**src/design/eboxPkg.sv**
```systemverilog
`default_nettype none

package eboxPkg;

  ////////////////////////////////////////////////////////////////////////////
  // Widths and sizes
  ////////////////////////////////////////////////////////////////////////////

  localparam int cramAdrWidth   = 11;
  localparam int ebusWidth      = 36;
  localparam int cramDepth      = 2048;
  localparam int stackDepth     = 16;
  localparam int stackPtrWidth  = 5;
  localparam int diagAdrLoWidth = 6;

  typedef logic [cramAdrWidth-1:0]  tCramAdr;
  typedef logic [ebusWidth-1:0]     tEbusData;
  typedef logic [6:0]               tDiagFunc;
  typedef logic [7:0]               tSkipFlags;
  typedef logic [3:0]               tDispNibble;
  typedef logic [12:0]              tCtlField;
  typedef logic [stackPtrWidth-1:0] tStackPtr;

  // Trap entry, historically called 1777
  localparam tCramAdr trapAdr = '1;

  ////////////////////////////////////////////////////////////////////////////
  // Microword
  ////////////////////////////////////////////////////////////////////////////

  // Same width as one EBUS word so diagnostics load it in one write
  typedef struct packed {
    tCramAdr    j;
    logic [4:0] disp;
    logic [5:0] cond;
    logic       call;
    tCtlField   ctl;
  } tCramWord;

  // Codes not listed here act as dispNone
  typedef enum logic [4:0] {
    dispNone   = 5'd0,
    dispDiag   = 5'd1,
    dispDram   = 5'd2,
    dispReturn = 5'd3,
    dispNicond = 5'd4,
    dispSr     = 5'd5,
    dispSkip   = 5'd6
  } tDispSel;

  ////////////////////////////////////////////////////////////////////////////
  // EBUS
  ////////////////////////////////////////////////////////////////////////////

  typedef struct packed {
    logic     driving;
    tEbusData data;
  } tEbusDriver;

  // Peer slots on the arbiter, lowest index wins
  localparam int numPeers = 3;
  localparam int peerCra  = 0;
  localparam int peerSbr  = 1;
  localparam int peerCram = 2;

  // Diagnostic functions handled by craDispatch
  localparam tDiagFunc diagLoadAdrLo = 7'o051;
  localparam tDiagFunc diagLoadAdrHi = 7'o052;
  localparam tDiagFunc diagReadCradr = 7'o144;
  // Handled by sbrStack
  localparam tDiagFunc diagReadStack = 7'o140;
  // Handled by cramStore
  localparam tDiagFunc diagWriteCram = 7'o053;
  localparam tDiagFunc diagReadCram  = 7'o150;

endpackage

`default_nettype wire

```
**src/design/ebusArb.sv**
```systemverilog
`timescale 1ns/100ps
`default_nettype none

module ebusArb (
  input  eboxPkg::tEbusDriver [eboxPkg::numPeers-1:0] drv,
  output eboxPkg::tEbusData                          ebusOut,
  output logic                                       ebusDriving,
  output logic                                       ebusConflict
);

  import eboxPkg::*;

  logic [numPeers-1:0] drvVec;

  always_comb begin
    for (int i = 0; i < numPeers; i++) begin
      drvVec[i] = drv[i].driving;
    end
  end

  assign ebusDriving = |drvVec;

  // More than one bit set
  assign ebusConflict = |(drvVec & (drvVec - 1'b1));

  // Scan from the top so the lowest driving index is the last to land
  always_comb begin
    ebusOut = '0;
    for (int i = numPeers - 1; i >= 0; i--) begin
      if (drv[i].driving) begin
        ebusOut = drv[i].data;
      end
    end
  end

endmodule

`default_nettype wire

```
**config.mk**
```make
export PLATFORM = sky130hd
export DESIGN_NAME = ebusArb
export DESIGN_NICKNAME = d
export VERILOG_FILES = /design/src/design/eboxPkg.sv /design/src/design/ebusArb.sv
export SDC_FILE = /design/constraint.sdc
export NUM_CORES = 1
export LEC_CHECK = 0
export BUFFER_PORTS_ARGS = -buffer_cell sky130_fd_sc_hd__buf_2
export CORE_UTILIZATION = 29
export DETAILED_ROUTE_END_ITERATION = 16
export PLACE_DENSITY = 0.81
export SYNTH_ARGS = -nofsm -noshare
export SYNTH_HDL_FRONTEND = slang
export SYNTH_SLANG_ARGS = --single-unit
```
**constraint.sdc**
```tcl
create_clock -name vclk -period 0.8
set_input_delay 0.16 -clock vclk [all_inputs]
set_output_delay 0.16 -clock vclk [all_outputs]
set_load 0.02 [all_outputs]
```
==> metrics.md <==
| Metric | Value |
|---|---|
| Inserted Diodes | 0 |
| Final Hold Fails | 0 |
| Slew of the pin with the lowest slew margin | 0.308 ns |
| Overall routing resource usage | 28.5% |
| Clkbuf count | 0 |
| Syn nets | 277 |
| Cell count after synthesis | 166 |
| DP Wirelength | 3300 um |
| P_leak | 1.16 nW |
| Delay-heaviest family, CP | buffers and inverters |
| Layout cell share with drive strength beyond 1 | 80.0% |
| Port Buffers | 149 |
| Critical path endpoint | ebusOut[29] |
| Slowest stage delay, CP | 0.23 ns |
| Setup crit start kind | input port |
| # nets final | 428 |
| Syn. warnings | 0 |
| Clock Power Share | 0% |
| Antenna viol nets, final | 0 |
| P_int | 973 uW |
| GPL Wtd Cong | 0.719 |
| Combinational share of power | 100.0% |
| Total of max-cap violations | 0 |
| Initial Utilization | 30.6% |
| Die area | 3820 um2 |
| Setup Crit Path Kind | input port to output pin |
| Status | complete, but fails checks |
| Crit. End Element | output pin |
| PD cells | 680 nW/um2 |
| Final setup fails | 38 |
| Net Sw Frac | 48.3% |
| Overall Power | 1.88 mW |
| Worst path cell trace | buf_12, buf_16, nand3b_1, a21oi_4, buf_6 |
| CP max FO | 10 |
| Num sequential | 0 |
| Worst path depth | 5 |
| RSZ-0062 raised after global routing | true |
| Worst path slowest cell | nand3b_1 |
| Slew HR | 79.4% |
| Seq pwr share | 0% |
| Worst setup margin | -0.365 ns |
| Core area | 3390 um2 |
| Die Ht | 61.8 um |
| Synthesized area per cell | 6.24 um2 |
| Worst setup path start | drv[73] |
| Vias in the first global route | 1,844 |
| Sequential-to-total area share from yosys stat | 0% |
| Worst EP required | 0.64 ns |
| Cell variety after synth | 9 |
| Sequential cell area | 0 um2 |
| Violated checks | negative setup slack |
| CP arrival | 1.00 ns |
| Hold_buf cts | 0 |
| HP Class | input port to output pin |
| Final WL | 6370 um |
| Setup TNS | -10.35 ns |
| Buf/Inv on CP | 3 |
| Max-slew violation total from the final report | 0 |
| Via count | 1,998 |
| Crit path time final | 1.16 ns |
| Area grow syn2layout | 167% |
| Initial antenna violation count | 0 |
| Fmax | 0.859 GHz |
| Fin crit share | 146% |
| Io pins | 149 |
| Sw power | 911 uW |
| Die X | 61.8 um |
| Synthesized area | 1040 um2 |
| GR Overflow Total | 0 |
| Worst vdd ir | 0.399 mV |
| Largest net degree at the start of global routing | 23 |
| Std-Cell Rows | 21 |
| Routed vias/inst | 5.53 |
| Wire per inst | 17.7 um |
| Number of iterations in the first detailed-routing pass | 5 |
| DRC viols | 0 |
| First-pass GRT wire length | 8110 um |
| Starting DRT DRC Count | 187 |
area by class of cell:
| cell class | instances | area, um2 |
|---|---|---|
| well taps | 46 | 57.6 |
| multi-input cells | 146 | 1400 |
| fillers | 210 | 621 |
| repair buffers | 169 | 1310 |
what timing repair did:
action	CTS	global route
cloned	4	1
endpoints found under the setup margin	38	38
pin swaps	9	6
resized for setup	129	6
buffers inserted	1	1
power by group through the flow:
stage | Combinational [mW] | Sequential (mW) | Clock (mW)
after CTS | 1.79 | 0 | 0
after global routing | 1.98 | 0 | 0
after floorplan | 0.895 | 0 | 0
after global placement | 1.36 | 0 | 0
after detailed placement | 1.37 | 0 | 0
final | 1.88 | 0 | 0
tightest hold or removal path, cell delays in order:
cell     delay [ns]
buf_2          0.07
nor2b_1        0.04
a21oi_2        0.09
buf_4          0.14
stage by stage:
stage | setup slack [ns] | instances | util [%] | hold slack, ns | area, um2
final | -0.365 | 361 | 81.7 | 0.662 | 2770
after global routing | -0.437 | 361 | 81.7 | 0.675 | 2770
after CTS | -0.315 | 359 | 80.1 | 0.664 | 2710
after detailed placement | -0.387 | 354 | 64.2 | 0.676 | 2170
after global placement | -0.347 | 354 | 64.2 | 0.676 | 2170
after floorplan | -0.144 | 166 | - | 0.482 | 1400
synth_stat cells:
cell,n,area share [%]
a21oi_1,72,35
nand3b_1,36,26
nor2b_1,36,22
buf_4,8,5.8
buf_6,7,7.6
buf_2,4,1.9
clkbuf_1,1,0.36
maj3_2,1,1.1
or3_1,1,0.60
kinds of logic (layout without fill, tap and decap cells):
| family | count (synthesis) | count (layout) | share of synthesized area, % |
|---|---|---|---|
| buffers and inverters | 20 | 169 | 15.7 |
| AND/OR/NAND/NOR | 73 | 73 | 48.4 |
| AO/OA/AOI/OAI | 72 | 72 | 34.8 |
| adder cells (fa/ha/maj) | 1 | 1 | 1.09 |
layout by cell type (no fill, tap or decap):
cell,n
buf_6,36
buf_2,109
a21oi_2,31
buf_16,4
a21oi_4,32
clkbuf_16,1
a21oi_1,9
or3_4,1
nor2b_2,18
buf_8,1
buf_4,12
nand3b_1,36
maj3_2,1
buf_12,6
nor2b_1,18
how the worst min path moves through the flow:
stage | depth (start not counted) | slack (ns) | end | from
after floorplan | 2 | 0.48 | ebusOut[0] | drv[74]
after detailed placement | 4 | 0.68 | ebusOut[6] | drv[6]
after global placement | 4 | 0.68 | ebusOut[9] | drv[9]
final | 4 | 0.66 | ebusOut[6] | drv[6]
after CTS | 4 | 0.66 | ebusOut[6] | drv[6]
after global routing | 4 | 0.67 | ebusOut[10] | drv[10]
per-layer routing:
metal  track usage [%]  share of wire (%)  routed length, um
met5                 0                  0                  0
met1              30.6                 33               2110
met4              10.2                4.5                287
met2              56.7                 54               3430
met3              3.11                8.4                538
(Power assumes the default switching activity.)
