$ cat src/design/eboxPkg.sv
`default_nettype none

package eboxPkg;

  ////////////////////////////////////////////////////////////////////////////
  // Widths and sizes
  ////////////////////////////////////////////////////////////////////////////

  localparam int cramAdrWidth   = 11;
  localparam int ebusWidth      = 36;
  localparam int cramDepth      = 2048;
  localparam int stackDepth     = 16;
  localparam int stackPtrWidth  = 5;
  localparam int diagAdrLoWidth = 6;

  typedef logic [cramAdrWidth-1:0]  tCramAdr;
  typedef logic [ebusWidth-1:0]     tEbusData;
  typedef logic [6:0]               tDiagFunc;
  typedef logic [7:0]               tSkipFlags;
  typedef logic [3:0]               tDispNibble;
  typedef logic [12:0]              tCtlField;
  typedef logic [stackPtrWidth-1:0] tStackPtr;

  // Trap entry, historically called 1777
  localparam tCramAdr trapAdr = '1;

  ////////////////////////////////////////////////////////////////////////////
  // Microword
  ////////////////////////////////////////////////////////////////////////////

  // Same width as one EBUS word so diagnostics load it in one write
  typedef struct packed {
    tCramAdr    j;
    logic [4:0] disp;
    logic [5:0] cond;
    logic       call;
    tCtlField   ctl;
  } tCramWord;

  // Codes not listed here act as dispNone
  typedef enum logic [4:0] {
    dispNone   = 5'd0,
    dispDiag   = 5'd1,
    dispDram   = 5'd2,
    dispReturn = 5'd3,
    dispNicond = 5'd4,
    dispSr     = 5'd5,
    dispSkip   = 5'd6
  } tDispSel;

  ////////////////////////////////////////////////////////////////////////////
  // EBUS
  ////////////////////////////////////////////////////////////////////////////

  typedef struct packed {
    logic     driving;
    tEbusData data;
  } tEbusDriver;

  // Peer slots on the arbiter, lowest index wins
  localparam int numPeers = 3;
  localparam int peerCra  = 0;
  localparam int peerSbr  = 1;
  localparam int peerCram = 2;

  // Diagnostic functions handled by craDispatch
  localparam tDiagFunc diagLoadAdrLo = 7'o051;
  localparam tDiagFunc diagLoadAdrHi = 7'o052;
  localparam tDiagFunc diagReadCradr = 7'o144;
  // Handled by sbrStack
  localparam tDiagFunc diagReadStack = 7'o140;
  // Handled by cramStore
  localparam tDiagFunc diagWriteCram = 7'o053;
  localparam tDiagFunc diagReadCram  = 7'o150;

endpackage

`default_nettype wire

$ cat src/design/sbrStack.sv
`timescale 1ns/100ps
`default_nettype none

module sbrStack (
  input  logic                eboxClk,
  input  logic                arstN,
  input  logic                push,
  input  logic                pop,
  input  logic                clear,
  input  eboxPkg::tCramAdr    cradr,
  input  eboxPkg::tDiagFunc   diagFunc,
  input  logic                diagStrobe,
  output eboxPkg::tCramAdr    sbrRet,
  output eboxPkg::tEbusDriver ebusDrv
);

  import eboxPkg::*;

  tCramAdr                  stack [stackDepth];
  tStackPtr                 stackPtr;
  tStackPtr                 ptrDec;
  logic [stackPtrWidth-2:0] topIdx;
  logic [stackPtrWidth-2:0] replIdx;
  logic                     empty;
  logic                     full;
  logic                     readEn;

  // Pointer counts entries, so the top sits one below it
  assign ptrDec  = stackPtr - 1'b1;
  assign topIdx  = ptrDec[stackPtrWidth-2:0];
  assign empty   = (stackPtr == '0);
  assign full    = (stackPtr == tStackPtr'(stackDepth));
  assign replIdx = empty ? '0 : topIdx;

  always_ff @(posedge eboxClk or negedge arstN) begin
    if (!arstN) begin
      stackPtr <= '0;
    end else if (clear) begin
      stackPtr <= '0;
    end else if (push && pop) begin
      if (empty) stackPtr <= tStackPtr'(1);
    end else if (push) begin
      if (!full) stackPtr <= stackPtr + 1'b1;
    end else if (pop) begin
      if (!empty) stackPtr <= ptrDec;
    end
  end

  // Entries
  always_ff @(posedge eboxClk) begin
    if (push && pop) begin
      stack[replIdx] <= cradr;
    end else if (push && full) begin
      // Oldest entry falls off the bottom
      for (int i = 0; i < stackDepth - 1; i++) begin
        stack[i] <= stack[i+1];
      end
      stack[stackDepth-1] <= cradr;
    end else if (push) begin
      stack[stackPtr[stackPtrWidth-2:0]] <= cradr;
    end
  end

  assign sbrRet = empty ? '0 : stack[topIdx];

  ////////////////////////////////////////////////////////////////////////////
  // EBUS readout
  ////////////////////////////////////////////////////////////////////////////

  assign readEn = diagStrobe && (diagFunc == diagReadStack);

  // Pointer above the top entry in the low bits
  always_comb begin
    ebusDrv.driving = readEn;
    if (readEn) begin
      ebusDrv.data = tEbusData'({stackPtr, sbrRet});
    end else begin
      ebusDrv.data = '0;
    end
  end

endmodule

`default_nettype wire

$ cat config.mk
export PLATFORM = sky130hd
export DESIGN_NAME = sbrStack
export DESIGN_NICKNAME = d
export VERILOG_FILES = /design/src/design/eboxPkg.sv /design/src/design/sbrStack.sv
export SDC_FILE = /design/constraint.sdc
export NUM_CORES = 1
export LEC_CHECK = 0
export BUFFER_PORTS_ARGS = -buffer_cell sky130_fd_sc_hd__clkbuf_2
export CORE_UTILIZATION = 50
export DETAILED_ROUTE_END_ITERATION = 8
export PLACE_DENSITY = 0.69
export SLEW_MARGIN = 30
export SYNTH_ARGS = -nofsm -noshare
export SYNTH_HDL_FRONTEND = slang
export SYNTH_SLANG_ARGS = --single-unit
$ cat constraint.sdc
create_clock -name eboxClk -period 4.5 [get_ports eboxClk]
set_clock_uncertainty 0.15 [all_clocks]
set_input_delay 0.45 -clock eboxClk [delete_from_list [all_inputs] [get_ports eboxClk]]
set_output_delay 0.45 -clock eboxClk [all_outputs]
set_load 0.05 [all_outputs]
==> flow_summary.json <==
{
  "synth_edf_count": 176,
  "power.leakage_uw": 0.00424,
  "cts_resized": 0,
  "synthAdderAreaFrac": 0.00268,
  "dp_worst_setup_slack_ns": 0.954,
  "status": "finished, violations left",
  "clockBufferDepth": 2,
  "seq_area_frac_synth": 0.580,
  "tritoncts": "yes",
  "ir_worst_vdd_mv": 0.321,
  "setup_ws_ns": 0.501,
  "synth_top_family_by_area": "compound AO/OA/AOI/OAI gates",
  "antennaDiodeCount": 0,
  "ant_nets": 0,
  "cts_setup_buffers": 0,
  "drt-initial-drc-count": 542,
  "ios": 72,
  "path_delay_family": "multiplexers",
  "max_slew.worst_pin.slew_ns": 0.980,
  "fin_crit_ns": 4.00,
  "dp.cells": 872,
  "synthCells": 638,
  "fmax_mhz": 250,
  "coreArea_um2": 18100,
  "fin_crit_sh": 0.889,
  "vias": 5760,
  "hold_buffers": 1,
  "clock-sinks": 181,
  "rsz0062_at_grt": "false",
  "timing.critical_path.buf_inv": 3,
  "setup_viol": 0,
  "avgSynthCellArea_um2": 14.6,
  "htreeDepth": 4,
  "cp.arrival_ns": 3.40,
  "whs_ns": 0.0552,
  "p_per_area_nw_per_um2": 505,
  "ys_async_sr_fraction": 0.0276,
  "worstPathMaxFanout": 40,
  "antenna_found_initial": 0,
  "crit_slowest_cell": "dfrtp_4",
  "area.growth.synth_to_final_pct": 9.39,
  "worst-path-stages": 7,
  "hp-class": "input port to flop",
  "drive_above_1_share": 0.238,
  "tns_ns": 0,
  "clkLatencyLatePin_ns": 0.42,
  "yosysUniqueCellTypes": 61,
  "yosysTopAreaCell": "edfxtp_1",
  "cp_cell_sequence": "inv_1 > ha_2 > buf_12 > mux4_2 > mux2i_1 > o22ai_1 > clkbuf_2",
  "die_h_um": 139,
  "drc_errors": 7,
  "hold_viol": 0,
  "worst_ep_required_time_ns": 3.90,
  "drt_first_pass_iters": 7,
  "grt_pass1_vias": 5735,
  "rows": 49,
  "syn-cell-area_um2": 9320,
  "ys_top_cells_by_count": "edfxtp_1, a21o_1, mux4_2",
  "synthFlopType": "edfxtp_1",
  "dp_hpwl_um": 13900,
  "gp_congestion": 0.878,
  "relSlewSlack": 0.346,
  "grt_start_max_net_pins": 100,
  "wl_per_cell_um": 23.4,
  "synth-compound-area-share": 0.181,
  "holdPathStages": 1,
  "synth.area.mux_share": 0.131,
  "grt_overflow": 0,
  "finalMaxSlewViolations": 0,
  "ys_ff_latch": 181,
  "slowest_delay_ns": 0.71,
  "layout.cells.non_filler": 905,
  "yosysWarnings": 0,
  "numCtsBuffers": 17,
  "rr_worst_depth": 6,
  "grt_usage": 0.231,
  "routed_wl_um": 21100,
  "nets": 689,
  "end_kind": "primary output",
  "crit_type": "flop to primary output",
  "grt_pass1_wl_um": 33300,
  "synth_xor_area_frac": 0.00282,
  "violations": "DRC",
  "crit_path_start_kind": "flop",
  "die_area_um2": 19200,
  "viasPerCell": 6.36,
  "cts-root-buf": "clkbuf_16",
  "synth.most_common_cell": "edfxtp_1",
  "netlist.area_leader.share": 0.567,
  "portBuffers": 51,
  "clk_pin_slew_worst_paths_ns": 0.07,
  "max-cap-violations": 0,
  "yosys.area_share.simple": 0.0415,
  "start_util": 0.514,
  "synth_area_leaders": "edfxtp_1, a21o_1, mux4_2, mux2i_1, buf_4",
  "die-width_um": 139
}
[final timing paths]
| kind | end | start | slack, ns |
|---|---|---|---|
| setup / recovery | ebusDrv[8] | stackPtr[0] | 0.50 |
| hold / removal | stack[15][10] | cradr[10] | 0.06 |
| setup reg to reg | stack[7][10] | stackPtr[0] | 1.19 |
| hold reg to reg | stack[3][7] | stack[4][7] | 0.40 |
| max in group asynchronous | stackPtr[0] | arstN | 3.81 |
| min in group asynchronous | stackPtr[2] | arstN | 0.22 |
[metal layers]
metal	track usage	share of wire	up-vias
li1	-	-	2537
met1	0.314	0.42	2957
met2	0.373	0.49	234
met3	0.0394	0.061	32
met4	0.0923	0.024	0
met5	0	0	-
[cell families after synthesis]
logic type / count (synthesis)
AOI/OAI and AO/OA: 233
xor gates and xnor gates: 3
adders and majority gates: 2
buffers and inverters: 93
DFF: 181
muxes: 67
other: 1
and+or+nand+nor: 58
[report_power, final]
| group | internal [uW] | switching [uW] |
|---|---|---|
| clock network | 820 | 621 |
| registers | 1970 | 91.9 |
| logic | 578 | 1060 |
| total | 3370 | 1770 |
[flip-flops by register name, summed over array words and instances, names as in the netlist]
| register | flops |
|---|---|
| stackPtr | 5 |
| stack | 176 |
[through the flow]
stage	total power, uW	utilization	cell area [um^2]
floorplan	3320	-	9400
global placement	3710	0.530	9620
detailed placement	3730	0.530	9620
CTS	5160	0.562	10200
global route	5330	0.562	10200
finish	5150	0.562	10200
[final cells by class]
cell class | count | area (um^2)
fillers | 1451 | 7950
flip-flops and latches | 181 | 5410
multi-input cells | 383 | 3450
repair buffers | 74 | 455
clock buffers | 21 | 440
well taps | 229 | 287
clock inverters | 11 | 126
inverters | 6 | 22.5
[worst reg2reg max path: stages (launching register included)]
cell and delay, ns:
dfrtp_4 0.66, inv_1 0.21, ha_2 0.37, and4bb_2 0.33
nand2_2 0.35, and2_0 0.67, a21o_1 0.33
[layout by cell type, fill, tap and decap left out, types with 3 or more instances in the layout]
master / synthesis / final
buf_4: 26 / 20
mux4_2: 44 / 44
a21oi_1: 3 / 3
nand3_1: 3 / 3
o21ai_0: 15 / 4
o22ai_1: 23 / 23
nor3_1: 7 / 7
and2_4: 3 / 3
a32oi_1: 3 / 3
dfrtp_1: 5 / 4
and2_0: 8 / 8
edfxtp_1: 176 / 176
conb_1: 1 / 20
clkbuf_1: 7 / 4
clkbuf_2: 7 / 51
a21o_1: 166 / 166
clkinvlp_4: 0 / 3
clkbuf_16: 0 / 17
mux2i_1: 23 / 23
and2_1: 3 / 3
inv_1: 6 / 6
nand2_1: 4 / 4
a31oi_1: 3 / 3
o21ai_1: 5 / 16
nor2_1: 8 / 7
No activity file was read; power rests on OpenSTA's default activity.
