## src/design/eboxPkg.sv

```systemverilog
`default_nettype none

package eboxPkg;

  ////////////////////////////////////////////////////////////////////////////
  // Widths and sizes
  ////////////////////////////////////////////////////////////////////////////

  localparam int cramAdrWidth   = 11;
  localparam int ebusWidth      = 36;
  localparam int cramDepth      = 2048;
  localparam int stackDepth     = 16;
  localparam int stackPtrWidth  = 5;
  localparam int diagAdrLoWidth = 6;

  typedef logic [cramAdrWidth-1:0]  tCramAdr;
  typedef logic [ebusWidth-1:0]     tEbusData;
  typedef logic [6:0]               tDiagFunc;
  typedef logic [7:0]               tSkipFlags;
  typedef logic [3:0]               tDispNibble;
  typedef logic [12:0]              tCtlField;
  typedef logic [stackPtrWidth-1:0] tStackPtr;

  // Trap entry, historically called 1777
  localparam tCramAdr trapAdr = '1;

  ////////////////////////////////////////////////////////////////////////////
  // Microword
  ////////////////////////////////////////////////////////////////////////////

  // Same width as one EBUS word so diagnostics load it in one write
  typedef struct packed {
    tCramAdr    j;
    logic [4:0] disp;
    logic [5:0] cond;
    logic       call;
    tCtlField   ctl;
  } tCramWord;

  // Codes not listed here act as dispNone
  typedef enum logic [4:0] {
    dispNone   = 5'd0,
    dispDiag   = 5'd1,
    dispDram   = 5'd2,
    dispReturn = 5'd3,
    dispNicond = 5'd4,
    dispSr     = 5'd5,
    dispSkip   = 5'd6
  } tDispSel;

  ////////////////////////////////////////////////////////////////////////////
  // EBUS
  ////////////////////////////////////////////////////////////////////////////

  typedef struct packed {
    logic     driving;
    tEbusData data;
  } tEbusDriver;

  // Peer slots on the arbiter, lowest index wins
  localparam int numPeers = 3;
  localparam int peerCra  = 0;
  localparam int peerSbr  = 1;
  localparam int peerCram = 2;

  // Diagnostic functions handled by craDispatch
  localparam tDiagFunc diagLoadAdrLo = 7'o051;
  localparam tDiagFunc diagLoadAdrHi = 7'o052;
  localparam tDiagFunc diagReadCradr = 7'o144;
  // Handled by sbrStack
  localparam tDiagFunc diagReadStack = 7'o140;
  // Handled by cramStore
  localparam tDiagFunc diagWriteCram = 7'o053;
  localparam tDiagFunc diagReadCram  = 7'o150;

endpackage

`default_nettype wire

```

## src/design/craDispatch.sv

```systemverilog
`timescale 1ns/100ps
`default_nettype none

module craDispatch (
  input  logic                eboxClk,
  input  logic                arstN,
  input  logic                run,
  input  logic                force1777,
  input  eboxPkg::tCramWord   word,
  input  eboxPkg::tCramAdr    dramJ,
  input  eboxPkg::tDispNibble nicond,
  input  eboxPkg::tDispNibble sr,
  input  eboxPkg::tSkipFlags  skipFlags,
  input  eboxPkg::tCramAdr    sbrRet,
  input  logic                diagStrobe,
  input  eboxPkg::tDiagFunc   diagFunc,
  input  eboxPkg::tEbusData   ebusIn,
  output eboxPkg::tCramAdr    cradr,
  output eboxPkg::tCramAdr    diagAdr,
  output logic                push,
  output logic                pop,
  output logic                clear,
  output logic                dispParity,
  output eboxPkg::tEbusDriver ebusDrv
);

  import eboxPkg::*;

  localparam int diagAdrHiWidth = cramAdrWidth - diagAdrLoWidth;

  tDispSel dispSel;
  tCramAdr dispMux;
  tCramAdr nextAdr;
  logic    skipBit;
  logic    readEn;

  ////////////////////////////////////////////////////////////////////////////
  // Dispatch decode and multiplexer
  ////////////////////////////////////////////////////////////////////////////

  always_comb begin
    case (word.disp)
      dispDiag, dispDram, dispReturn, dispNicond, dispSr, dispSkip:
        dispSel = tDispSel'(word.disp);
      default:
        dispSel = dispNone;
    endcase
  end

  // Skip condition picked by the low cond bits
  assign skipBit = skipFlags[word.cond[2:0]];

  always_comb begin
    case (dispSel)
      dispDiag:   dispMux = diagAdr;
      dispDram:   dispMux = dramJ;
      dispReturn: dispMux = sbrRet;
      dispNicond: dispMux = tCramAdr'(nicond);
      dispSr:     dispMux = tCramAdr'(sr);
      dispSkip:   dispMux = tCramAdr'(skipBit);
      default:    dispMux = '0;
    endcase
  end

  // Trap entry overrides J and any dispatch
  assign nextAdr = force1777 ? trapAdr : (word.j | dispMux);

  always_ff @(posedge eboxClk or negedge arstN) begin
    if (!arstN) begin
      cradr <= '0;
    end else if (run) begin
      cradr <= nextAdr;
    end
  end

  ////////////////////////////////////////////////////////////////////////////
  // Stack control
  ////////////////////////////////////////////////////////////////////////////

  // Both push and pop together means the top gets replaced
  assign push  = run && word.call && !force1777;
  assign pop   = run && (dispSel == dispReturn) && !force1777;
  assign clear = run && force1777;

  assign dispParity = ^{word.call, word.disp};

  ////////////////////////////////////////////////////////////////////////////
  // Diagnostic address and EBUS readout
  ////////////////////////////////////////////////////////////////////////////

  // Loaded in two halves, low half first by convention
  always_ff @(posedge eboxClk or negedge arstN) begin
    if (!arstN) begin
      diagAdr <= '0;
    end else if (diagStrobe) begin
      if (diagFunc == diagLoadAdrLo) begin
        diagAdr[diagAdrLoWidth-1:0] <= ebusIn[diagAdrLoWidth-1:0];
      end else if (diagFunc == diagLoadAdrHi) begin
        diagAdr[cramAdrWidth-1:diagAdrLoWidth] <= ebusIn[diagAdrHiWidth-1:0];
      end
    end
  end

  assign readEn = diagStrobe && (diagFunc == diagReadCradr);

  // Layout: parity in bit 16, select in 15:11, CRADR in 10:0
  always_comb begin
    ebusDrv.driving = readEn;
    if (readEn) begin
      ebusDrv.data = tEbusData'({dispParity, dispSel, cradr});
    end else begin
      ebusDrv.data = '0;
    end
  end

endmodule

`default_nettype wire

```

## config.mk

```make
export PLATFORM = sky130hd
export DESIGN_NAME = craDispatch
export DESIGN_NICKNAME = d
export VERILOG_FILES = /design/src/design/eboxPkg.sv /design/src/design/craDispatch.sv
export SDC_FILE = /design/constraint.sdc
export NUM_CORES = 1
export LEC_CHECK = 0
export BUFFER_PORTS_ARGS = -buffer_cell sky130_fd_sc_hd__buf_2
export CAP_MARGIN = 5
export CORE_AREA = 4 4 76 78
export DETAILED_ROUTE_END_ITERATION = 8
export DIE_AREA = 0 0 80 82
export HOLD_SLACK_MARGIN = 0.06
export PLACE_DENSITY_LB_ADDON = 0.1
export SLEW_MARGIN = 40
export SYNTH_ARGS = -nofsm -noshare
export SYNTH_HDL_FRONTEND = slang
export SYNTH_SLANG_ARGS = --single-unit
```

## constraint.sdc

```tcl
create_clock -name eboxClk -period 2.2 [get_ports eboxClk]
set_clock_uncertainty 0.15 [all_clocks]
set_input_delay 0 -clock eboxClk [delete_from_list [all_inputs] [get_ports eboxClk]]
set_output_delay 0 -clock eboxClk [all_outputs]
set_load 0.03 [all_outputs]
```

==> results of run 1 <==
synth_stat cells:
master / number
dfrtp_1: 22
buf_4: 21
and2_1: 13
mux2_2: 13
nor2_1: 12
a21oi_1: 11
a211oi_1: 10
mux2i_1: 8
nand2_1: 8
a22o_1: 7
and3_1: 6
ha_1: 6
clkbuf_1: 5
inv_1: 5
o22ai_1: 4
nand3_1: 3
nand3b_1: 3
nor2b_1: 2
o22a_1: 2
o31ai_1: 2
xnor2_1: 2
a2111oi_4: 1
a211oi_2: 1
a22oi_1: 1
and2b_1: 1
and3b_1: 1
buf_1: 1
buf_2: 1
conb_1: 1
mux4_2: 1
nand2b_1: 1
nand4_1: 1
nor4b_1: 1
o2111a_1: 1
o211ai_1: 1
o21ai_0: 1
or2_2: 1
or3b_2: 1
or3b_4: 1
xor2_1: 1
worst register-to-register path: cells and delay by family, from the launching register on:
family / cells / cell delay [ns]
DFF: 1 / 0.40
muxes: 1 / 0.26
AOI/OAI and AO/OA: 3 / 0.45
buffers and inverters: 1 / 0.57
layout make-up:
cell class | instances | area, sq um | area share [%]
Multi-Input combinational cell | 148 | 1090 | 37.6
Timing Repair Buffer | 168 | 1080 | 37.2
Sequential cell | 22 | 551 | 19.0
Tap cell | 70 | 87.6 | 3.03
Clock buffer | 3 | 41.3 | 1.43
Clock inverter | 1 | 30.0 | 1.04
Inverter | 5 | 18.8 | 0.649
worst paths after layout:
path	endpoint	slack [ns]	cells past startpoint
max	cradr[8]$_DFFE_PN0P_	0.14	10
min	cradr[5]$_DFFE_PN0P_	0.09	2
max reg2reg	cradr[0]$_DFFE_PN0P_	0.26	5
min reg2reg	diagAdr[6]$_DFFE_PN0P_	0.39	1
max in group asynchronous	diagAdr[5]$_DFFE_PN0P_	1.46	2
min in group eboxClk	diagAdr[7]$_DFFE_PN0P_	0.14	3
what timing repair did:
action / CTS / global route
endpoints found under the hold margin: 44 / 0
setup buffers: 0 / 1
hold buffers: 44 / 0
resized for setup: 0 / 5
setup endpoints to repair: 0 / 11
routing by layer:
layer	vias up	GRT usage (%)	wire length [um]
met5	-	0	0
met4	0	2.20	14
met3	2	3.07	376
met2	71	32.1	3090
met1	882	22.0	2370
li1	948	-	-
sequential cells by signal, indices dropped and copies added, names as in the netlist:
name	flops
cradr	11
diagAdr	11
through the flow:
stage                     util, %  power [uW]  setup TNS (ns)  setup slack [ns]  cells
after detailed placement     46.1         867               0             0.261    368
after floorplan                 -         735               0             0.269    203
after global routing         57.0        1380         -0.0193           -0.0193    417
final                        57.0        1300               0             0.142    417
after global placement       46.1         865               0             0.297    368
after CTS                    56.2        1310               0            0.0699    416
cells by family (layout without fill, tap and decap cells):
family,count (synthesis),count (layout),synth area share (%)
compound gates,42,42,18.4
xor+xnor,3,3,1.51
fa+ha+maj,6,6,4.32
buf+inv,33,177,11.7
flops,22,22,31.7
mux,22,22,14.3
other cells,1,20,0.216
simple gates,55,55,17.7
power groups by stage:
stage	Clock (uW)	Sequential (uW)	Combinational, uW
6_report	380	463	458
4_1_cts	393	464	449
3_3_place_gp	0	472	393
2_1_floorplan	0	533	202
5_1_grt	412	470	494
3_5_place_dp	0	472	395
==> flow_summary.yaml, run 1 <==
cts:
  cts_buffers: 3
  cts_tree: "built"
  cts_max_level: 1
  cts_buffer_depth: 2
  numClockSinks: 22
  clk_latency_ns: 0.26
  cts.root.buffer_cell: "clkbuf_8"
  clk_pin_slew_ns: 0.08
setup_path:
  critPathTopFamily: "buffers and inverters"
  crit_path_cell_trace: "buf_2, inv_1, ha_1, o31ai_4, buf_4, a2111oi_4, buf_4, nand2_1, dlygate4sd3_1, a21oi_1"
  critPathLaunchType: "input port"
  crit_path_frequent_cell: "buf_4"
  crit_type: "in -> reg"
  arrival_ns: 2.10
  cp.buffers_inverters: 5
  critPathSlowestCell: "dlygate4sd3_1"
  r2r-start: "diagAdr[0]$_DFFE_PN0P_"
  critPathRequiredTime_ns: 2.24
  path_max_fanout: 8
  endpoint_kind: "flip-flop"
  startpoint: "word[20]"
  slowest_delay_ns: 0.56
power:
  power_frac_seq_pct: 35.6
  p_per_area_nw_per_um2: 449
  p_comb_share_pct: 35.2
  sw_frac_of_total_pct: 32.7
  switchingPower_uw: 425
  irDropWorstVdd_v: 0.000361
  cellLeakagePower_uw: 0.00147
  cell_internal_pwr_uw: 875
  clockPowerShare_pct: 29.2
die:
  die_width_um: 80
  start_util_pct: 34.2
  coreArea_sq_um: 5070
  num_io_pins: 185
  fp.dieH_um: 82
  die_area_sq_um: 6560
  num_rows: 26
detailed_routing:
  viasPerCell: 4.56
  route.vias.total: 1903
  drc: 0
  firstDrtPassIters: 4
  antenna_left: 0
  drt_iter0_drc: 52
  wirelength_mm: 5.86
  routedWlPerCell_um: 14.0
global_routing:
  grt_pass1_vias: 1907
  grt_pass1_wl_mm: 9.12
  grt_overflow: 0
  antenna_found_initial: 0
  grt_max_degree: 23
  grt_usage_pct: 17.5
logic_synthesis:
  syn_inst: 184
  synth_area_per_cell_sq_um: 9.44
  synth-seq-cells: 22
  ys_seq_area_share_pct: 31.7
  ys_warn_count: 0
  synth_top_area_cell: "dfrtp_1"
  yosys-top-cells-area: "dfrtp_1 (32%), buf_4 (9.1%), mux2_2 (8.4%)"
  ys_types: 40
  netlist.area_leader.share_pct: 31.7
  synth_area_sq_um: 1740
sta:
  worst_slew_pin_slew_ns: 0.598
  hold_viol: 0
  fmax_ghz: 0.486
  maxSlewViolCount: 0
  relSlewSlack_pct: 60.2
  fin_hold_ws_ns: 0.0936
  min_period_ns: 2.06
  post-route-period-util_pct: 93.6
  setup_viol: 0
finish:
  layout.nets: 476
  final_cell_mix: "buf_2 (118), dlygate4sd3_1 (44), dfrtp_1 (22), conb_1 (20)"
  n_antenna_cell: 0
  final_common_cell: "buf_2"
  nFillCells: 494
  syn_to_final_growth_pct: 66.6
  finalInstanceArea_sq_um: 2890
  drive_gt1_share_pct: 42.9
place:
  dp_hpwl_mm: 4.49
  placedInstanceArea_sq_um: 2340
  port_buffers: 118
  routabilityCongestion: 0.748
outcome:
  outcome: "finished clean"
worst_hold_path:
  min_path_type: "in -> async"
flow_run:
  maxCapViolCount: 0
No activity file was read; power rests on OpenSTA's default activity.
==> run 2: changes to the inputs <==
--- a/config.mk
+++ b/config.mk
@@ -7,11 +7,13 @@
 export LEC_CHECK = 0
 export BUFFER_PORTS_ARGS = -buffer_cell sky130_fd_sc_hd__buf_2
 export CAP_MARGIN = 5
-export CORE_AREA = 4 4 76 78
+export CORE_AREA = 4 4 75 77
+export CTS_BUF_LIST = sky130_fd_sc_hd__clkbuf_2 sky130_fd_sc_hd__clkbuf_4 sky130_fd_sc_hd__clkbuf_8
 export DETAILED_ROUTE_END_ITERATION = 8
-export DIE_AREA = 0 0 80 82
+export DIE_AREA = 0 0 79 81
 export HOLD_SLACK_MARGIN = 0.06
 export PLACE_DENSITY_LB_ADDON = 0.1
+export SKIP_LAST_GASP = 1
 export SLEW_MARGIN = 40
 export SYNTH_ARGS = -nofsm -noshare
 export SYNTH_HDL_FRONTEND = slang
==> flow_summary.yaml, run 2 (synthesized netlist as in run 1, its figures left out) <==
outcome:
  outcome: "finished clean"
sta:
  relSlewSlack_pct: 54.8
  min_period_ns: 2.04
  hold_viol: 0
  worst_slew_pin_slew_ns: 0.677
  fmax_ghz: 0.490
  fin_tns_setup_ns: 0
  maxSlewViolCount: 0
  setup_viol: 0
  fin_hold_ws_ns: 0.0440
  post-route-period-util_pct: 92.7
  rsz0062_at_grt: "true"
setup_path:
  path_max_fanout: 10
  reg2reg_slack_ns: 0.25
  crit_path_cell_trace: "buf_2, inv_1, ha_1, o31ai_1, buf_4, a211oi_4, a211oi_1, a21oi_1, dlygate4sd3_1"
  arrival_ns: 2.09
  cp.buffers_inverters: 4
  critPathSlowestCell: "dlygate4sd3_1"
  startpoint: "word[20]"
  crit_type: "in -> reg"
  endpoint_kind: "flip-flop"
  worstRegToRegCells: 5
  critPathTopFamily: "buffers and inverters"
  critPathLaunchType: "input port"
  critPathRequiredTime_ns: 2.25
  slowest_delay_ns: 0.56
  reg2reg_to: "cradr[0]$_DFFE_PN0P_"
  r2r-start: "diagAdr[0]$_DFFE_PN0P_"
detailed_routing:
  drt_iter0_drc: 24
  drc: 0
  firstDrtPassIters: 4
  antenna_left: 0
  routedWlPerCell_um: 13.9
  route.vias.total: 1867
  viasPerCell: 4.67
  wirelength_mm: 5.57
global_routing:
  grt_max_degree: 23
  grt_pass1_vias: 1834
  antenna_found_initial: 0
  grt_pass1_wl_mm: 8.59
  grt_overflow: 0
  grt_usage_pct: 16.7
power:
  p_per_area_nw_per_um2: 473
  clockPowerShare_pct: 29.3
  p_comb_share_pct: 34.7
  sw_frac_of_total_pct: 32.6
  cellLeakagePower_uw: 0.00139
  irDropWorstVdd_v: 0.000479
  power_frac_seq_pct: 36.0
  switchingPower_uw: 420
  total_power_uw: 1290
  cell_internal_pwr_uw: 867
finish:
  drive_gt1_share_pct: 44.5
  final_util_pct: 54.2
  layout.nets: 459
  instances_no_fill: 400
  reg_top3: "cradr: 11 flops, diagAdr: 11 flops"
  seq_area_sq_um: 551
  nFillCells: 495
  final_cell_mix: "buf_2 (118), dlygate4sd3_1 (29), dfrtp_1 (22), conb_1 (20)"
  multi_input_comb_area_sq_um: 1080
  final_common_cell: "buf_2"
  syn_to_final_growth_pct: 56.5
  n_antenna_cell: 0
place:
  dp_cells: 367
  dp_hpwl_mm: 4.41
  routabilityCongestion: 0.760
  port_buffers: 118
worst_hold_path:
  min_to: "cradr[3]$_DFFE_PN0P_"
  min_path_type: "in -> reg"
  min_from: "word[24]"
  hold_depth: 4
cts:
  cts_max_level: 1
  cts_buffers: 3
  cts_buffer_depth: 2
  cts_tree: "built"
  clk_latency_ns: 0.26
  numClockSinks: 22
  cts.root.buffer_cell: "clkbuf_8"
  clk_pin_slew_ns: 0.08
flow_run:
  maxCapViolCount: 0
die:
  die_area_sq_um: 6400
  start_util_pct: 34.7
  fp.dieH_um: 81
  num_rows: 26
  coreArea_sq_um: 5010
  die_width_um: 79
  num_io_pins: 185
run 2: cell types whose count changed in the layout (fill, tap and decap cells not counted):
cell           before  now
o31ai_1             0    1
o31ai_4             2    1
dlygate4sd3_1      44   29
a21oi_2             0    1
a21oi_1            11   10
buf_4               6    4
run 2: cell type report:
cell class / count / share of cell area, %
clock inverter: 1 / 1.10
timing repair buffer: 151 / 33.5
clock buffer: 3 / 1.52
sequential: 22 / 20.3
inverter: 5 / 0.691
multi-input combinational: 148 / 39.7
tap: 70 / 3.22
run 2: worst max path at each step:
stage	end	slack (ns)	cells after the start
2_1_floorplan	ebusDrv[16]	0.27	6
3_3_place_gp	cradr[3]$_DFFE_PN0P_	0.27	7
3_5_place_dp	cradr[3]$_DFFE_PN0P_	0.23	7
4_1_cts	cradr[10]$_DFFE_PN0P_	0.02	8
5_1_grt	cradr[8]$_DFFE_PN0P_	-0.003	9
6_report	cradr[5]$_DFFE_PN0P_	0.16	9
run 2: routing by layer:
| metal | track usage (%) | vias to the layer above | share of wire, % |
|---|---|---|---|
| met5 | 0 | - | 0 |
| met4 | 2.23 | 0 | 0.99 |
| met3 | 3.88 | 6 | 7.6 |
| met2 | 30.8 | 87 | 51 |
| met1 | 20.2 | 863 | 40 |
| li1 | - | 911 | - |
run 2: what timing repair did:
item	CTS	global route
hold buffers	29	0
endpoints found under the hold margin	44	0
endpoints found under the setup margin	0	10
gates resized for setup	0	4
buffers inserted	0	0
run 2: through the flow:
step / setup WS, ns / instance area, sq um
2_1_floorplan: 0.269 / 1810
3_3_place_gp: 0.272 / 2330
3_5_place_dp: 0.229 / 2330
4_1_cts: 0.0190 / 2690
5_1_grt: -0.00293 / 2720
6_report: 0.160 / 2720
run 2: power by group through the flow:
stage,sequential [uW],combinational [uW],clock [uW]
6_report,463,446,378
5_1_grt,469,484,408
4_1_cts,464,441,387
3_5_place_dp,471,393,0
3_3_place_gp,471,391,0
2_1_floorplan,533,202,0
run 2: worst reg2reg max path: stages (launching register included):
cell,delay (ns)
dfrtp_1,0.40
mux2_2,0.27
a22oi_1,0.14
o22a_1,0.20
o211ai_1,0.10
dlygate4sd3_1,0.57
==> run 3: changes to the inputs <==
--- a/config.mk
+++ b/config.mk
@@ -5,12 +5,13 @@
 export SDC_FILE = /design/constraint.sdc
 export NUM_CORES = 1
 export LEC_CHECK = 0
+export ABC_AREA = 1
 export BUFFER_PORTS_ARGS = -buffer_cell sky130_fd_sc_hd__buf_2
 export CAP_MARGIN = 5
-export CORE_AREA = 4 4 75 77
+export CORE_AREA = 4 4 77 79
 export CTS_BUF_LIST = sky130_fd_sc_hd__clkbuf_2 sky130_fd_sc_hd__clkbuf_4 sky130_fd_sc_hd__clkbuf_8
 export DETAILED_ROUTE_END_ITERATION = 8
-export DIE_AREA = 0 0 79 81
+export DIE_AREA = 0 0 81 83
 export HOLD_SLACK_MARGIN = 0.06
 export PLACE_DENSITY_LB_ADDON = 0.1
 export SKIP_LAST_GASP = 1
==> flow_summary.yaml, run 3 <==
setup_path:
  arrival_ns: 2.03
  path_max_fanout: 10
  endpoint_kind: "flip-flop"
  critPathRequiredTime_ns: 2.19
  crit_type: "in -> reg"
  critPathLaunchType: "input port"
detailed_routing:
  firstDrtPassIters: 4
  drc: 0
  route.vias.total: 2269
  wirelength_mm: 6.20
  antenna_left: 0
  viasPerCell: 4.33
  drt_iter0_drc: 70
  routedWlPerCell_um: 11.8
logic_synthesis:
  synth-edff-count: 0
  synth.most_common_cell: "nand2_1"
  ys_types: 30
  synth_flop_cell: "dfrtp_1"
  synth_area_per_cell_sq_um: 6.73
  yosys-top-cells-count: "nand2_1 (49), nor2_1 (48), inv_1 (36), nand3_1 (30)"
  ys_seq_area_share_pct: 28.0
  synth_area_sq_um: 1970
  async_reset_ff_share_pct: 100
  synth-seq-cells: 22
  syn_inst: 292
  netlist.area_leader.share_pct: 28.0
  ys_warn_count: 0
  synth_top_area_cell: "dfrtp_1"
  yosys-top-cells-area: "dfrtp_1 (28%), nand2_1 (9.4%), nor2_1 (9.2%)"
sta:
  relSlewSlack_pct: 65.3
  fmax_ghz: 0.492
  worst_slew_pin_slew_ns: 0.521
  hold_viol: 0
  post-route-period-util_pct: 92.3
  maxSlewViolCount: 0
  setup_viol: 0
  min_period_ns: 2.03
global_routing:
  grt_usage_pct: 18.4
  grt_overflow: 0
  grt_pass1_vias: 2139
  grt_pass1_wl_mm: 9.96
  antenna_found_initial: 0
  grt_max_degree: 23
power:
  cellLeakagePower_uw: 0.00172
  irDropWorstVdd_v: 0.000392
  p_per_area_nw_per_um2: 389
  total_power_uw: 1190
cts:
  cts_tree: "built"
  clk_latency_ns: 0.26
  cts.root.buffer_cell: "clkbuf_8"
  cts_max_level: 1
  numClockSinks: 22
  cts_buffer_depth: 2
  clk_pin_slew_ns: 0.08
  cts_buffers: 3
place:
  port_buffers: 118
  dp_hpwl_mm: 4.63
  routabilityCongestion: 0.777
  placedInstanceArea_sq_um: 2530
die:
  num_rows: 27
  start_util_pct: 36.8
  coreArea_sq_um: 5340
  fp.dieH_um: 83
  die_width_um: 81
  num_io_pins: 185
  die_area_sq_um: 6720
finish:
  layout.nets: 582
  finalInstanceArea_sq_um: 3050
  final_common_cell: "buf_2"
  n_antenna_cell: 0
  syn_to_final_growth_pct: 55.2
  reg_top3: "cradr: 11 flops, diagAdr: 11 flops"
  final_cell_mix: "buf_2 (116), nand2_1 (49), nor2_1 (48), dlygate4sd3_1 (42), inv_1 (34)"
  drive_gt1_share_pct: 38.7
flow_run:
  maxCapViolCount: 0
worst_hold_path:
  min_path_type: "in -> reg"
outcome:
  outcome: "finished clean"
[run 3: changes by cell type after synthesis, moves of 11 or more]
cell     before  now
nand2_1       8   49
nor2_1       12   48
inv_1         5   36
nand3_1       3   30
mux2_2       13    0
nor2_2        0   13
and2_1       13    1
nand2_2       0   12
a21oi_1      11    0
[run 3: path summary, 6_finish.rpt]
kind                                             start                      end  slack (ns)  depth (start not counted)
worst max-delay path                          word[23]     cradr[7]$_DFFE_PN0P_        0.17                         16
worst min-delay path                       diagFunc[0]   diagAdr[7]$_DFFE_PN0P_        0.09                          4
worst max register to register  diagAdr[5]$_DFFE_PN0P_     cradr[5]$_DFFE_PN0P_        0.64                          5
worst min register to register  diagAdr[0]$_DFFE_PN0P_   diagAdr[0]$_DFFE_PN0P_        0.38                          2
max in group asynchronous                        arstN     cradr[8]$_DFFE_PN0P_        1.46                          2
min in group asynchronous                        arstN  diagAdr[10]$_DFFE_PN0P_        0.10                          2
[run 3: stage by stage]
step / TNS (ns) / setup slack, ns / hold WS [ns] / instances / util (%)
2_1_floorplan: 0 / 0.589 / -0.446 / 311 / -
3_3_place_gp: 0 / 0.265 / -0.153 / 475 / 47.4
3_5_place_dp: 0 / 0.248 / -0.146 / 475 / 47.4
4_1_cts: 0 / 0.0208 / 0.0990 / 520 / 56.1
5_1_grt: -0.00479 / -0.00428 / 0.129 / 524 / 57.1
6_report: 0 / 0.169 / 0.0869 / 524 / 57.1
[run 3: logic make-up after synthesis]
group,after synthesis,synth area share [%]
simple gates,176,43.7
buf+inv,71,18.6
mux,1,0.573
fa+ha+maj,6,3.82
flops,22,28.0
other cells,1,0.191
xor+xnor,3,1.34
compound gates,12,3.76
[run 3: what timing repair did]
action                                  CTS  global route
hold buffers                             42             0
gates resized for setup                   0             7
endpoints found under the setup margin    0             7
setup buffers                             0             4
hold endpoints to repair                 44             0
[run 3: worst max-delay path: stages]
cell	delay [ns]
buf_2	0.13
inv_1	0.11
ha_1	0.15
inv_1	0.04
nor2_2	0.12
nand2_2	0.08
nand3_4	0.17
o21ai_4	0.09
inv_2	0.10
nor2_4	0.05
buf_12	0.14
nand2_2	0.06
nand3_1	0.07
nor2_1	0.12
nor2_2	0.04
dlygate4sd3_1	0.55
[run 3: area by class of cell]
cell class / instances / area [sq um]
clock buffers: 3 / 41.3
fillers: 526 / 2290
inverters: 42 / 158
multi-input cells: 218 / 1130
flip-flops and latches: 22 / 551
well taps: 72 / 90.1
repair buffers: 167 / 1080
[run 3: where the power goes]
group | internal, uW | switching, uW | total [uW]
Combinational | 186 | 285 | 470
Clock | 122 | 128 | 250
Sequential | 437 | 29.9 | 467
[run 3: per-layer routing]
layer	GRT usage, %	vias up	routed length [um]
li1	-	1184	-
met1	23.1	988	2600
met2	32.2	91	3030
met3	4.34	6	482
met4	2.76	0	80
met5	0	-	0
